## config.mk

```make
export PLATFORM = sky130hd
export DESIGN_NAME = ksShiftUnit
export DESIGN_NICKNAME = d
export VERILOG_FILES = /design/src/verilog/ksMicroPkg.sv /design/src/verilog/ksWordPkg.sv /design/src/verilog/microBus.sv /design/src/verilog/ksShiftUnit.sv /design/src/verilog/dpShifter.sv /design/src/verilog/shiftTiming.sv /design/src/verilog/feRegister.sv /design/src/verilog/controlStore.sv
export VERILOG_INCLUDE_DIRS = /design/src /design/src/verilog
export SDC_FILE = /design/constraint.sdc
export NUM_CORES = 1
export LEC_CHECK = 0
export ABC_AREA = 0
export BUFFER_PORTS_ARGS = -buffer_cell sky130_fd_sc_hd__clkbuf_2
export CAP_MARGIN = 25
export CORE_MARGIN = 1
export CORE_UTILIZATION = 45
export DETAILED_ROUTE_END_ITERATION = 8
export HOLD_SLACK_MARGIN = 0.08
export PLACE_DENSITY_LB_ADDON = 0.2
export SLEW_MARGIN = 0
export SYNTH_ARGS = -nofsm -noshare
export SYNTH_HDL_FRONTEND = slang
export SYNTH_SLANG_ARGS = --single-unit
```

## constraint.sdc

```tcl
create_clock -name clk -period 2.2 [get_ports clk]
set_clock_uncertainty 0.2 [all_clocks]
set_input_delay 0.22 -clock clk [delete_from_list [all_inputs] [get_ports clk]]
set_output_delay 0.22 -clock clk [all_outputs]
set_load 0.03 [all_outputs]
```

## src/verilog/shift_settings.svh

```systemverilog
`ifndef SHIFT_SETTINGS_SVH
`define SHIFT_SETTINGS_SVH

//////////////////////////////////////////////////
// Multi-shift unit sizing
//////////////////////////////////////////////////

// Datapath word, one full 36-bit machine word
`define WORD_WIDTH 36

// FE register, two's complement
// One bit wider than the count so that -count-1 stays negative
`define FE_WIDTH 10

// External shift count
`define COUNT_WIDTH 9

// Microprogram words: idle, load, shift, finish
`define CROM_DEPTH 4

`endif
```

## src/verilog/ksMicroPkg.sv

```systemverilog
package ksMicroPkg;

   `include "shift_settings.svh"

   //////////////////////////////////////////////////
   // Microcode types
   //////////////////////////////////////////////////

   // Control-store address
   typedef logic [$clog2(`CROM_DEPTH)-1:0] microAddr;

   // One microword
   // Only the fields this slice of the machine decodes
   typedef struct packed {
      // Fast shift cycle, held while FE is negative
      logic     multiShift;
      // Load FE from the shift count
      logic     feLoad;
      // Load the datapath from the operand
      logic     dpLoad;
      // Pulse done
      logic     finish;
      // Following microaddress
      microAddr next;
   } microWord;

   // Microaddress names
   localparam microAddr uaIdle   = microAddr'(0);
   localparam microAddr uaLoad   = microAddr'(1);
   localparam microAddr uaShift  = microAddr'(2);
   localparam microAddr uaFinish = microAddr'(3);

endpackage

```

## src/verilog/ksWordPkg.sv

```systemverilog
package ksWordPkg;

   `include "shift_settings.svh"

   //////////////////////////////////////////////////
   // Datapath types
   //////////////////////////////////////////////////

   // One datapath word
   // Bit 0 is the LSB here, unlike the DEC numbering
   typedef logic [`WORD_WIDTH-1:0] dpWord;

   // FE contents
   // Signed, so the top bit is the fast-shift sign
   // Holds -count-1 after a load and counts up toward zero
   typedef logic signed [`FE_WIDTH-1:0] feValue;

endpackage

```

## src/verilog/microBus.sv

```systemverilog
`timescale 1ns/1ns

interface microBus import ksMicroPkg::*; ();

   // Current microword, straight out of the control store
   microWord word;
   // FE sign bit
   logic feSign;
   // Microsequencer clock enable
   logic clkenCR;
   // Datapath clock enable
   logic clkenDP;

   // Control store, drives the microword
   modport store (output word, input clkenCR);

   // FE register, reports its sign
   modport fe (input word, output feSign);

   // Fast-shift timing, owns both clock enables
   modport timing (input word, input feSign, output clkenCR, output clkenDP);

   // Datapath, listens only
   modport dp (input word, input clkenDP);

endinterface

```

## src/verilog/ksShiftUnit.sv

```systemverilog
`timescale 1ns/1ns

`include "shift_settings.svh"

module ksShiftUnit import ksWordPkg::*;
(
   input  logic                    clk,
   input  logic                    rst,
   input  logic                    start,
   input  logic [`COUNT_WIDTH-1:0] count,
   input  dpWord                   dataIn,
   output logic                    busy,
   output logic                    done,
   output dpWord                   dataOut
);

   //////////////////////////////////////////////////
   // Stage wiring
   //////////////////////////////////////////////////

   // Microword and clock enables shared by all stages
   microBus uBus ();

   // Microsequencer, start/busy/done live here
   controlStore storeStage
   (
      .clk   (clk),
      .rst   (rst),
      .start (start),
      .busy  (busy),
      .done  (done),
      .bus   (uBus.store)
   );

   // FE, takes the count at load time
   feRegister feStage
   (
      .clk   (clk),
      .rst   (rst),
      .count (count),
      .bus   (uBus.fe)
   );

   // Clock enable generation
   shiftTiming timingStage
   (
      .clk (clk),
      .rst (rst),
      .bus (uBus.timing)
   );

   // Rotating word
   dpShifter dpStage
   (
      .clk     (clk),
      .rst     (rst),
      .dataIn  (dataIn),
      .dataOut (dataOut),
      .bus     (uBus.dp)
   );

endmodule

```

## src/verilog/dpShifter.sv

```systemverilog
`timescale 1ns/1ns

module dpShifter import ksWordPkg::*;
(
   input  logic  clk,
   input  logic  rst,
   input  dpWord dataIn,
   output dpWord dataOut,
   microBus.dp   bus
);

   `include "shift_settings.svh"

   //////////////////////////////////////////////////
   // Datapath register
   //////////////////////////////////////////////////

   dpWord shiftReg;
   dpWord rotLeft;
   dpWord rotRight;

   // One place left, MSB wraps into bit 0
   assign rotLeft = {shiftReg[`WORD_WIDTH-2:0], shiftReg[`WORD_WIDTH-1]};

   // Operand staged one place right
   // The fast shift enables the datapath for count+1 cycles,
   // FE runs from -count-1 up to -1, so one extra left step undoes this
   assign rotRight = {dataIn[0], dataIn[`WORD_WIDTH-1:1]};

   always_ff @(posedge clk or posedge rst)
   begin
      if (rst)
         shiftReg <= '0;
      else if (bus.clkenDP)
      begin
         if (bus.word.dpLoad)
            shiftReg <= rotRight;
         // One place per enabled shift cycle
         else if (bus.word.multiShift)
            shiftReg <= rotLeft;
      end
   end

   // Result stays put between operations
   assign dataOut = shiftReg;

endmodule

```

## src/verilog/shiftTiming.sv

```systemverilog
`timescale 1ns/1ns

module shiftTiming
(
   input  logic clk,
   input  logic rst,
   microBus.timing bus
);

   //////////////////////////////////////////////////
   // Fast shift timing
   //////////////////////////////////////////////////

   // Set on every cycle that sits in the shift word with FE negative
   logic shiftDone;

   always_ff @(posedge clk or posedge rst)
   begin
      if (rst)
         shiftDone <= 1'b0;
      else
         shiftDone <= bus.word.multiShift & bus.feSign;
   end

   //////////////////////////////////////////////////
   // Clock enables
   //////////////////////////////////////////////////

   // Sequencer parks on the shift word while FE is negative
   assign bus.clkenCR = ~(bus.word.multiShift & bus.feSign);

   // Datapath stops once FE turns non-negative
   // Also blocked on the cycle the sequencer is released after a shift
   assign bus.clkenDP = ~((bus.word.multiShift & ~bus.feSign) |
                          (shiftDone & bus.clkenCR));

   // A parked sequencer still sees the shift word next cycle
   crHoldInShift: assert property (@(posedge clk) disable iff (rst)
      !bus.clkenCR |=> bus.word.multiShift);

endmodule

```

## src/verilog/feRegister.sv

```systemverilog
`timescale 1ns/1ns

`include "shift_settings.svh"

module feRegister import ksWordPkg::*;
(
   input  logic                    clk,
   input  logic                    rst,
   input  logic [`COUNT_WIDTH-1:0] count,
   microBus.fe                     bus
);

   //////////////////////////////////////////////////
   // Floating exponent register
   //////////////////////////////////////////////////

   feValue fe;
   logic   feNeg;

   assign feNeg = fe[`FE_WIDTH-1];

   // Load takes -count-1
   // Count is zero extended first, so the result is always negative
   // Zero count lands on all ones
   // During the shift FE steps up once per cycle until it reaches zero
   always_ff @(posedge clk or posedge rst)
   begin
      if (rst)
         fe <= '0;
      else if (bus.word.feLoad)
         fe <= -feValue'(count) - feValue'(1);
      else if (bus.word.multiShift && feNeg)
         fe <= fe + feValue'(1);
   end

   // Sign goes to the timing block
   assign bus.feSign = feNeg;

   // Counting stops once FE is no longer negative
   // Holds until the next load
   feHoldsAtZero: assert property (@(posedge clk) disable iff (rst)
      (bus.word.multiShift && !feNeg) |=> (fe == $past(fe)));

endmodule

```

## src/verilog/controlStore.sv

```systemverilog
`timescale 1ns/1ns

module controlStore import ksMicroPkg::*;
(
   input  logic clk,
   input  logic rst,
   input  logic start,
   output logic busy,
   output logic done,
   microBus.store bus
);

   `include "shift_settings.svh"

   //////////////////////////////////////////////////
   // Microprogram ROM
   //////////////////////////////////////////////////

   // Indexed by microaddress, in order idle, load, shift, finish
   localparam microWord microProgram [`CROM_DEPTH] = '{
      // Idle, waits for start
      '{multiShift: 1'b0, feLoad: 1'b0, dpLoad: 1'b0, finish: 1'b0, next: uaLoad},
      // Load FE and the datapath together
      '{multiShift: 1'b0, feLoad: 1'b1, dpLoad: 1'b1, finish: 1'b0, next: uaShift},
      // Fast shift, sequencer parks here while FE < 0
      '{multiShift: 1'b1, feLoad: 1'b0, dpLoad: 1'b0, finish: 1'b0, next: uaFinish},
      // Report and return
      '{multiShift: 1'b0, feLoad: 1'b0, dpLoad: 1'b0, finish: 1'b1, next: uaIdle}
   };

   //////////////////////////////////////////////////
   // Microsequencer
   //////////////////////////////////////////////////

   microAddr addr;

   // Address register
   // Advances only on CR-enabled cycles
   // Idle needs start before it moves on
   always_ff @(posedge clk or posedge rst)
   begin
      if (rst)
         addr <= uaIdle;
      else if (bus.clkenCR)
      begin
         if (addr != uaIdle || start)
            addr <= bus.word.next;
      end
   end

   // ROM read, word valid in the same cycle as its address
   assign bus.word = microProgram[addr];

   // Anything but idle counts as busy
   // Start is dropped while busy since the idle test fails
   assign busy = (addr != uaIdle);
   assign done = bus.word.finish;

   // Address never leaves the programmed range
   addrInRange: assert property (@(posedge clk) disable iff (rst)
      !$isunknown(addr) && (int'(addr) < `CROM_DEPTH));

endmodule

```

Yosys cells after proc, flatten, opt, wreduce, memory -nomap -nowiden
Cells that the tools add are included.
{"block": "totals", "input_bits": 48, "register_bits": 49, "output_inout_bits": 38}
{"block": "classes", "bitwise_logic": 8, "mux": 7, "reduce_logical": 7, "order_cmp": 1, "addsub": 3}
{"operator": "36-bit two-way mux", "n": 2}
{"operator": "10-bit two-way mux", "n": 2}
{"operator": "6-bit binary-select mux with 2-bit select", "n": 1}
{"operator": "6-bit two-way mux", "n": 2}
{"operator": "10-bit by 2-bit adder with 10-bit output, second input constant", "n": 1}
{"operator": "9-bit negation with 10-bit output", "n": 1}
{"operator": "10-bit by 2-bit subtractor with 10-bit output, second input constant", "n": 1}
{"operator": "2-bit nonzero test", "n": 3}
{"operator": "2-bit AND reduction", "n": 2}
{"operator": "1-bit bitwise AND", "n": 3}
{"operator": "3-bit >= comparator, second input constant", "n": 1}
{"operator": "1-bit inverter", "n": 3}
{"operator": "2-bit inverter with 3-bit output", "n": 1}
{"operator": "1-bit logical AND", "n": 1}
{"operator": "1-bit logical OR", "n": 1}
{"operator": "1-bit OR", "n": 1}

Depth between registers and ports, before layout
Gate-level depths: netlist (run 1).
{"block": "logic_depth", "depth_word": 10, "depth_mapped": 8, "depth_no_buf": 6}

Cells and area by module
A second synthesis (run 1) with hierarchy kept.
{"block": "unflattened", "cells_unflattened": 247, "hier_area_um2": 2376.0}
{"module": "dpShifter", "area_per_inst_um2": 1612.8, "instances": 1, "cells_per_inst": 168}
{"module": "feRegister", "area_per_inst_um2": 545.5, "instances": 1, "cells_per_inst": 54}
{"module": "controlStore", "area_per_inst_um2": 167.7, "instances": 1, "cells_per_inst": 19}
{"module": "shiftTiming", "area_per_inst_um2": 50.0, "instances": 1, "cells_per_inst": 6}

Worst setup path after synthesis (run 1)
OpenSTA, ideal clock, no wires.
{"block": "synth_path", "path_type": "reg-to-reg", "startpoint": "register storeStage.addr[0]", "endpoint": "register dpStage.shiftReg[0] (netlist: dpStage.dataOut[0])", "path_stages_with_launch": 9, "t_arrival_ps": 1681, "setup_slack_ps": 194, "t_required_ps": 1875, "path_buffers": 2, "setup_time_ps": 125, "path_cell_list": "dfrtp_1 > inv_1 > ha_1 > buf_6 > nand2_4 > inv_4 > o21ai_4 > buf_8 > mux2_4"}
{"block": "synth_via", "elab_chain_cells": 10}
{"item": "from (decl)", "line": "controlStore.sv:35", "source": "microAddr addr;"}
{"item": "from (signal assigned)", "line": "controlStore.sv:43", "source": "addr <= uaIdle;"}
{"item": "from (signal assigned)", "line": "controlStore.sv:47", "source": "addr <= bus.word.next;"}
{"item": "2-bit inverter with 3-bit output (not written as such) *", "line": "controlStore.sv:52", "source": "assign bus.word = microProgram[addr];"}
{"item": "6-bit binary-select mux with 2-bit select *", "line": "controlStore.sv:52"}
{"item": "6-bit two-way mux (not written as such) * (2 in a row)", "line": "controlStore.sv:52"}
{"item": "1-bit bitwise AND", "line": "shiftTiming.sv:30", "source": "assign bus.clkenCR = ~(bus.word.multiShift & bus.feSign);"}
{"item": "1-bit inverter", "line": "shiftTiming.sv:30"}
{"item": "1-bit bitwise AND", "line": "shiftTiming.sv:35", "source": "(shiftDone & bus.clkenCR));"}
{"item": "1-bit OR", "line": "shiftTiming.sv:34", "source": "assign bus.clkenDP = ~((bus.word.multiShift & ~bus.feSign) |"}
{"item": "1-bit inverter (no line)"}
{"item": "2-bit AND reduction (no line)"}
{"item": "to (signal assigned)", "line": "dpShifter.sv:37", "source": "shiftReg <= rotRight;"}
{"item": "to (signal assigned)", "line": "dpShifter.sv:40", "source": "shiftReg <= rotLeft;"}
{"item": "to (decl)", "line": "dpShifter.sv:18", "source": "dpWord shiftReg;"}
Every way passes the cells marked *; elsewhere a longest branch is shown, timed or not. The select of a mux whose other input is x is not followed.
A chain may end at the register's enable or synchronous reset.

Final worst setup path (run 1)
{"block": "layout_path", "startpoint": "register storeStage.addr[0]", "endpoint": "register feStage.fe[6]"}
{"block": "layout_via", "elab_chain_cells": 6}
{"item": "2-bit inverter with 3-bit output (not written as such) *", "line": "controlStore.sv:52"}
{"item": "6-bit binary-select mux with 2-bit select *", "line": "controlStore.sv:52"}
{"item": "6-bit two-way mux (not written as such) * (2 in a row)", "line": "controlStore.sv:52"}
{"item": "1-bit logical AND", "line": "feRegister.sv:32", "source": "else if (bus.word.multiShift && feNeg)"}
{"item": "2-bit nonzero test (no line)"}
{"item": "to (signal assigned)", "line": "feRegister.sv:31", "source": "fe <= -feValue'(count) - feValue'(1);"}
{"item": "to (signal assigned)", "line": "feRegister.sv:33", "source": "fe <= fe + feValue'(1);"}
{"item": "to (decl)", "line": "feRegister.sv:17", "source": "feValue fe;"}
Marks and branches as above.

==> summary.md, run 1 <==
| Metric | Value |
|---|---|
| CTS tree | yes |
| Fmax | roughly 480 MHz |
| Relative slew slack | ~62% |
| Worst-margin pin slew | about 570 ps |
| Final worst slack | around 97 ps |
| Finished Core Util | a little over three fifths |
| Hold crit path type | input port to flip-flop |
| CP Cell Sequence | inv_1 -> ha_1 -> buf_4 -> nand3_1 -> o31a_1 -> o31a_1 |
| DR iter-0 viols | 122 |
| CP Launch Type | flip-flop |
| Max Root-Sink Buffers | 2 |
| Die H | about 79 um |
| First-pass GRT wire length | around 9500 um |
| Largest net degree at the start of global routing | 37 |
| Diodes inserted | 0 |
| Post-synthesis sequential area ratio | 46.3% |
| Largest area contributor in the netlist | dfrtp_1 |
| Post-Syn Area per Cell | between 10 and 15 um2 |
| # Post-CTS Setup Buffers | 0 |
| Routed Antenna Nets | 0 |
| Share of the clock period used by the worst path | between 90% and 100% |
| Row Count | 27 |
| Synth area leaders | dfrtp_1 46%, mux2_2 18%, mux2_4 17% |
| PwrDens | 1830 mW/mm2 |
| R2r worst-path depth | 6 |
| Tmin final | about 2100 ps |
| Hpwl dp | approximately 3800 um |
| Switching share of total power | 42.0% |
| GRT Overall Usage | around a fifth |
| Pleak | between 1.5 and 2 nW |
| Die width | roughly 79 um |
| Core Region | between 0.005 and 0.006 mm2 |
| Clock Root Buffer | clkbuf_8 |
| Initial Util | a little under half |
| Synth cell types | 31 |
| #FFs+latches synth | 49 |
| Drt pass-1 iters | 4 |
| Cells after synthesis | approximately 190 |
| CP max-delay cell | dfrtp_1 |
| Crit end category | flip-flop |
| RSZ-0062 raised after global routing | no |
| Nets | around 360 |
| Switching power | roughly 2.7 mW |
| Most frequent cells in the layout | 85 x clkbuf_2, 49 x dfrtp_1, 42 x mux2_2 |
| Synth Cell Area | ~0.0026 mm2 |
| Reg power frac | ~28% |
| Delay-heaviest family, CP | compound AO/OA/AOI/OAI gates |
| IO buf count | between 80 and 90 |
| Worst EP arrival | 2080 ps |
| Critical path data required time | ~2200 ps |
| Worst min-delay path endpoint | dpStage.dataOut[19] |
| Layout cell share with drive strength beyond 1 | a little under three fifths |
| Num ports | 86 |
| Multi-input logic area | 0.00132 mm2 |
| Final Wtd Congestion | approximately 0.79 |
| Syn. warnings | 0 |
| Vias per cell | approximately 5.2 |
| Crit Path Max Fanout | 7 |
| Vias | between 1500 and 2000 |
| Final setup vio count | 0 |
| Clk slew on worst S/H paths | approximately 100 ps |
| Worst skew pair latency | 300 ps |
| Full die area | 0.00620 mm2 |
| Fillcell total | around 430 |
| Max Cap Viol | 0 |
| Slew Viols, Final | 0 |
| DRC | 0 |
| Resized Gates After CTS | 0 |
| Max H-tree Level | 2 |
| Crit path buffers/inverters | 2 |
| Area Growth Syn to Fin | 33.3% |
| Setup Total Neg Slack | 0 ps |
| Status | finished, final reports clean |
| R2r setup slk | between 90 and 100 ps |
| Setup WS pre-CTS | around 160 ps |
| Cts hold-fix bufs | 27 |
| HP Start | dataIn[20] |
| Hold path cells | 3 |
| Internal power | roughly 3.7 mW |
| CP max stage delay | between 400 and 500 ps |
| Combinational share of power | between 60% and 70% |
| Clock share of power | 8.2% |
| Mapped Nets | between 200 and 250 |
| Max VDD drop | approximately 1.5 mV |
| Grt total ovfl | 0 |
| Vias in the first global route | a little over 2000 |
| Routed length per instance | roughly 15 um |
| Initial antenna violation count | 0 |
| WL final | about 5600 um |
| Crit path kind | flip-flop to flip-flop |
| CTS Buf Count | 5 |
| R2r startpoint | storeStage.addr[0] |
| Commonest non-fill, non-tap cell in the layout | clkbuf_2 |
| Final Hold Fails | 0 |
| Synth top area share | between 40% and 50% |
| Register area | about 0.0012 mm2 |
| R2r endpoint | feStage.fe[6] |
| Most used cell along the critical path | o31a_1 |
| Clock sink total | 49 |
==> flip-flops by register name (all words and copies together), names as in the netlist <==
name                   cells
storeStage.addr            2
timingStage.shiftDone      1
feStage.fe                10
dpStage.dataOut           36
==> cell usage after synthesis <==
master,number
o211ai_1,4
inv_1,4
buf_6,1
a211oi_1,1
inv_4,1
ha_1,5
nor4_1,3
o31a_1,6
mux2i_1,2
xor2_1,1
nand2_4,1
a31o_2,1
nand2_1,7
nand4_1,2
nand3_1,6
nor2_1,4
mux2_4,30
clkbuf_1,2
or4_1,3
xnor2_1,1
o21ai_4,1
buf_2,3
clkinv_1,1
a21oi_1,3
nand2b_1,1
dfrtp_1,49
o221ai_1,1
and3_1,1
mux2_2,42
o31ai_1,1
buf_8,3
==> area by class of cell <==
type | instances | share of cell area (%)
clock inverter | 3 | 0.638
inverter | 6 | 0.709
timing repair buffer | 119 | 22.0
multi-input combinational | 127 | 37.4
sequential | 49 | 34.7
clock buffer | 5 | 1.95
tap | 72 | 2.55
==> cell families (layout without fill, tap and decap cells) <==
family	after synthesis	after routing	synth area share, %
AO/OA/AOI/OAI	18	18	5.53
buffers and inverters	15	133	3.92
AND/OR/NAND/NOR	28	28	5.62
multiplexers	74	74	35.6
XOR/XNOR	2	2	0.661
flip-flops	49	49	46.3
adder cells (fa/ha/maj)	5	5	2.36
==> tightest hold or removal path: stages <==
cell and delay, ps:
clkbuf_2 80, mux2_2 130, mux2_4 130
==> routing by layer <==
metal / part of all wire, % / wire length [um] / GRT usage, %
met4: 1.1 / 61 / 5.00
met2: 49 / 2770 / 32.5
met5: 0 / 0 / 0
met1: 44 / 2500 / 26.0
met3: 5.2 / 290 / 3.56
==> how the worst max path moves through the flow <==
stage	end	slack, ps	depth (start not counted)	startpoint
2_1_floorplan	dpStage.dataOut[0]	190	8	storeStage.addr[0]
3_3_place_gp	feStage.fe[8]	200	6	storeStage.addr[0]
3_5_place_dp	dpStage.dataOut[35]	160	7	storeStage.addr[0]
4_1_cts	dpStage.dataOut[35]	130	7	storeStage.addr[0]
5_1_grt	feStage.fe[6]	30	6	storeStage.addr[0]
6_report	feStage.fe[6]	100	6	storeStage.addr[0]
==> power groups by stage <==
stage | clock [mW] | sequential [mW] | combinational [mW]
6_report | 0.527 | 1.78 | 4.14
5_1_grt | 0.591 | 1.85 | 4.43
4_1_cts | 0.553 | 1.78 | 4.16
3_5_place_dp | 0 | 1.79 | 4.11
3_3_place_gp | 0 | 1.79 | 4.03
2_1_floorplan | 0 | 2.38 | 2.74
==> metrics by stage <==
step | cells | cell area (um2) | total power, mW | hold WS, ps
after CTS | 380 | 3520 | 6.50 | 80.6
after global placement | 345 | 3160 | 5.82 | 98.3
final | 381 | 3530 | 6.45 | 89.4
after detailed placement | 345 | 3160 | 5.90 | 104
after global routing | 381 | 3530 | 6.87 | 80.6
after floorplan | 191 | 2650 | 5.12 | 110
Power figures use the tool's default switching activity.
==> run 2, diff against run 1 <==
==> constraint.sdc (replaced) <==
create_clock -name clk -period 2.4 [get_ports clk]
set_clock_uncertainty 0.2 [all_clocks]
set_input_delay 0.24 -clock clk [delete_from_list [all_inputs] [get_ports clk]]
set_output_delay 0.24 -clock clk [all_outputs]
set_load 0.03 [all_outputs]
==> run 2 against run 1 <==
Compared with the run above:
- final area shrank 5.2%
- hold slack gained 14 ps
- global-route usage shrank 2.5 points
- first-iteration DRC count shrank 14%
- critical path depth is the same
- setup slack gained 150 ps
- largest cell class unchanged
- largest power group unchanged
==> summary.md, run 2 (same netlist as run 1, synthesis figures left out) <==
| Metric | Value |
|---|---|
| Internal power | between 3 and 4 mW |
| Max FFs per register | 36 |
| Die H | about 79 um |
| CP max stage delay | about 420 ps |
| Pleak | 1.64 nW |
| Initial antenna violation count | 0 |
| R2r startpoint | storeStage.addr[0] |
| Status | finished, final reports clean |
| Worst min-delay path endpoint | dpStage.dataOut[31] |
| Clock share of power | 8.8% |
| Layout cell share with drive strength beyond 1 | just over 60% |
| HP Start | dataIn[32] |
| Routed length per instance | 14.2 um |
| First-pass GRT wire length | slightly above 8000 um |
| Share of the clock period used by the worst path | roughly nine tenths |
| IO buf count | between 80 and 90 |
| CP Cell Sequence | inv_1 -> ha_1 -> nor2_1 -> o21ai_4 -> buf_12 -> mux2_2 |
| Routed Antenna Nets | 0 |
| Vias | between 1500 and 2000 |
| Full die area | 0.00620 mm2 |
| Area Growth Syn to Fin | 26.3% |
| Clk slew on worst S/H paths | around 90 ps |
| Crit path buffers/inverters | 2 |
| Resized Gates After CTS | 0 |
| Worst skew pair latency | between 200 and 300 ps |
| Hold path cells | 3 |
| Core Region | around 0.0056 mm2 |
| Delay-heaviest family, CP | flip-flops |
| Vias per cell | 5.05 |
| Final setup vio count | 0 |
| Final Hold Fails | 0 |
| PwrDens | 1750 mW/mm2 |
| CP max-delay cell | dfrtp_1 |
| Max Root-Sink Buffers | 2 |
| Grt total ovfl | 0 |
| R2r worst-path depth | 6 |
| Max Cap Viol | 0 |
| Tmin final | roughly 2200 ps |
| Fmax | 464 MHz |
| # Post-CTS Setup Buffers | 0 |
| Switching power | 2.41 mW |
| Slew Viols, Final | 0 |
| Nets | between 300 and 400 |
| Num ports | between 80 and 90 |
| Crit Path Max Fanout | 36 |
| Clock Root Buffer | clkbuf_8 |
| Finished Core Util | about 60% |
| CP Launch Type | flip-flop |
| Switching share of total power | between 40 and 50% |
| Tot Pwr | approximately 5.9 mW |
| Relative slew slack | 59.9% |
| GRT Overall Usage | between 10% and 20% |
| RSZ-0062 raised after global routing | no |
| Cts hold-fix bufs | 10 |
| Largest net degree at the start of global routing | 50 |
| Worst EP arrival | roughly 2100 ps |
| Diodes inserted | 0 |
| Row Count | 27 |
| Vias in the first global route | about 1700 |
| Die width | between 70 and 80 um |
| Drt pass-1 iters | 4 |
| Hold crit path type | input port to flip-flop |
| Crit path kind | flip-flop to flip-flop |
| Commonest non-fill, non-tap cell in the layout | clkbuf_2 |
| DR iter-0 viols | approximately 110 |
| Critical path data required time | roughly 2400 ps |
| Setup Total Neg Slack | 0 ps |
| DRC | 0 |
| Reg power frac | between 20 and 30% |
| R2r setup slk | ~250 ps |
| Max H-tree Level | 2 |
| Initial Util | 47.5% |
| Worst-margin pin slew | around 600 ps |
| Clock sink total | 49 |
| Crit end category | flip-flop |
| R2r endpoint | dpStage.dataOut[35] |
| CTS Buf Count | 5 |
| Final Wtd Congestion | between 0.7 and 0.8 |
| Max VDD drop | ~1.1 mV |
| Most frequent cells in the layout | 85 x clkbuf_2, 49 x dfrtp_1, 42 x mux2_2 |
| CTS tree | yes |
| Combinational share of power | between 60% and 70% |
| WL final | 5120 um |
| Hpwl dp | between 3000 and 4000 um |
[run 2: metal layers]
metal	global-route usage [%]	vias up	wire, um
met1	25.1	872	2510
met3	2.64	2	257
met4	3.89	0	15
met2	26.0	54	2330
met5	0	-	0
li1	-	896	-
[run 2: worst register-to-register path, cell delays in order (launching register included)]
cell	delay (ps)
dfrtp_1	420
inv_1	90
ha_1	370
nor2_1	140
o21ai_4	160
buf_12	280
mux2_2	380
[run 2: worst max path at each step]
stage | startpoint | endpoint | cells past startpoint
after global routing | storeStage.addr[0] | dpStage.dataOut[35] | 6
final | storeStage.addr[0] | dpStage.dataOut[35] | 6
after global placement | storeStage.addr[0] | dpStage.dataOut[35] | 7
after detailed placement | storeStage.addr[0] | dpStage.dataOut[35] | 6
after CTS | storeStage.addr[0] | dpStage.dataOut[35] | 6
after floorplan | storeStage.addr[0] | dpStage.dataOut[0] | 8
[run 2: power groups by stage]
stage | Sequential [mW] | Clock (mW) | Combinational [mW]
final | 1.63 | 0.514 | 3.73
after global routing | 1.69 | 0.564 | 3.98
after CTS | 1.63 | 0.537 | 3.76
after detailed placement | 1.64 | 0 | 3.73
after global placement | 1.64 | 0 | 3.68
after floorplan | 2.18 | 0 | 2.51
[run 2: final cells by class]
type                    count  area, um2
inverters                   6       25.0
clock inverters             1       5.00
multi-input cells         127       1320
clock buffers               7       96.3
repair buffers             99        581
flip-flops and latches     49       1230
fillers                   471       2230
well taps                  72       90.1
[run 2: metrics by stage]
stage	hold WS, ps	instance area [um2]	std cells	worst slack, ps
2_1_floorplan	130	2650	191	394
3_3_place_gp	215	3140	343	324
3_5_place_dp	223	3140	343	259
4_1_cts	90.5	3340	361	247
5_1_grt	97.6	3340	361	148
6_report	104	3340	361	245
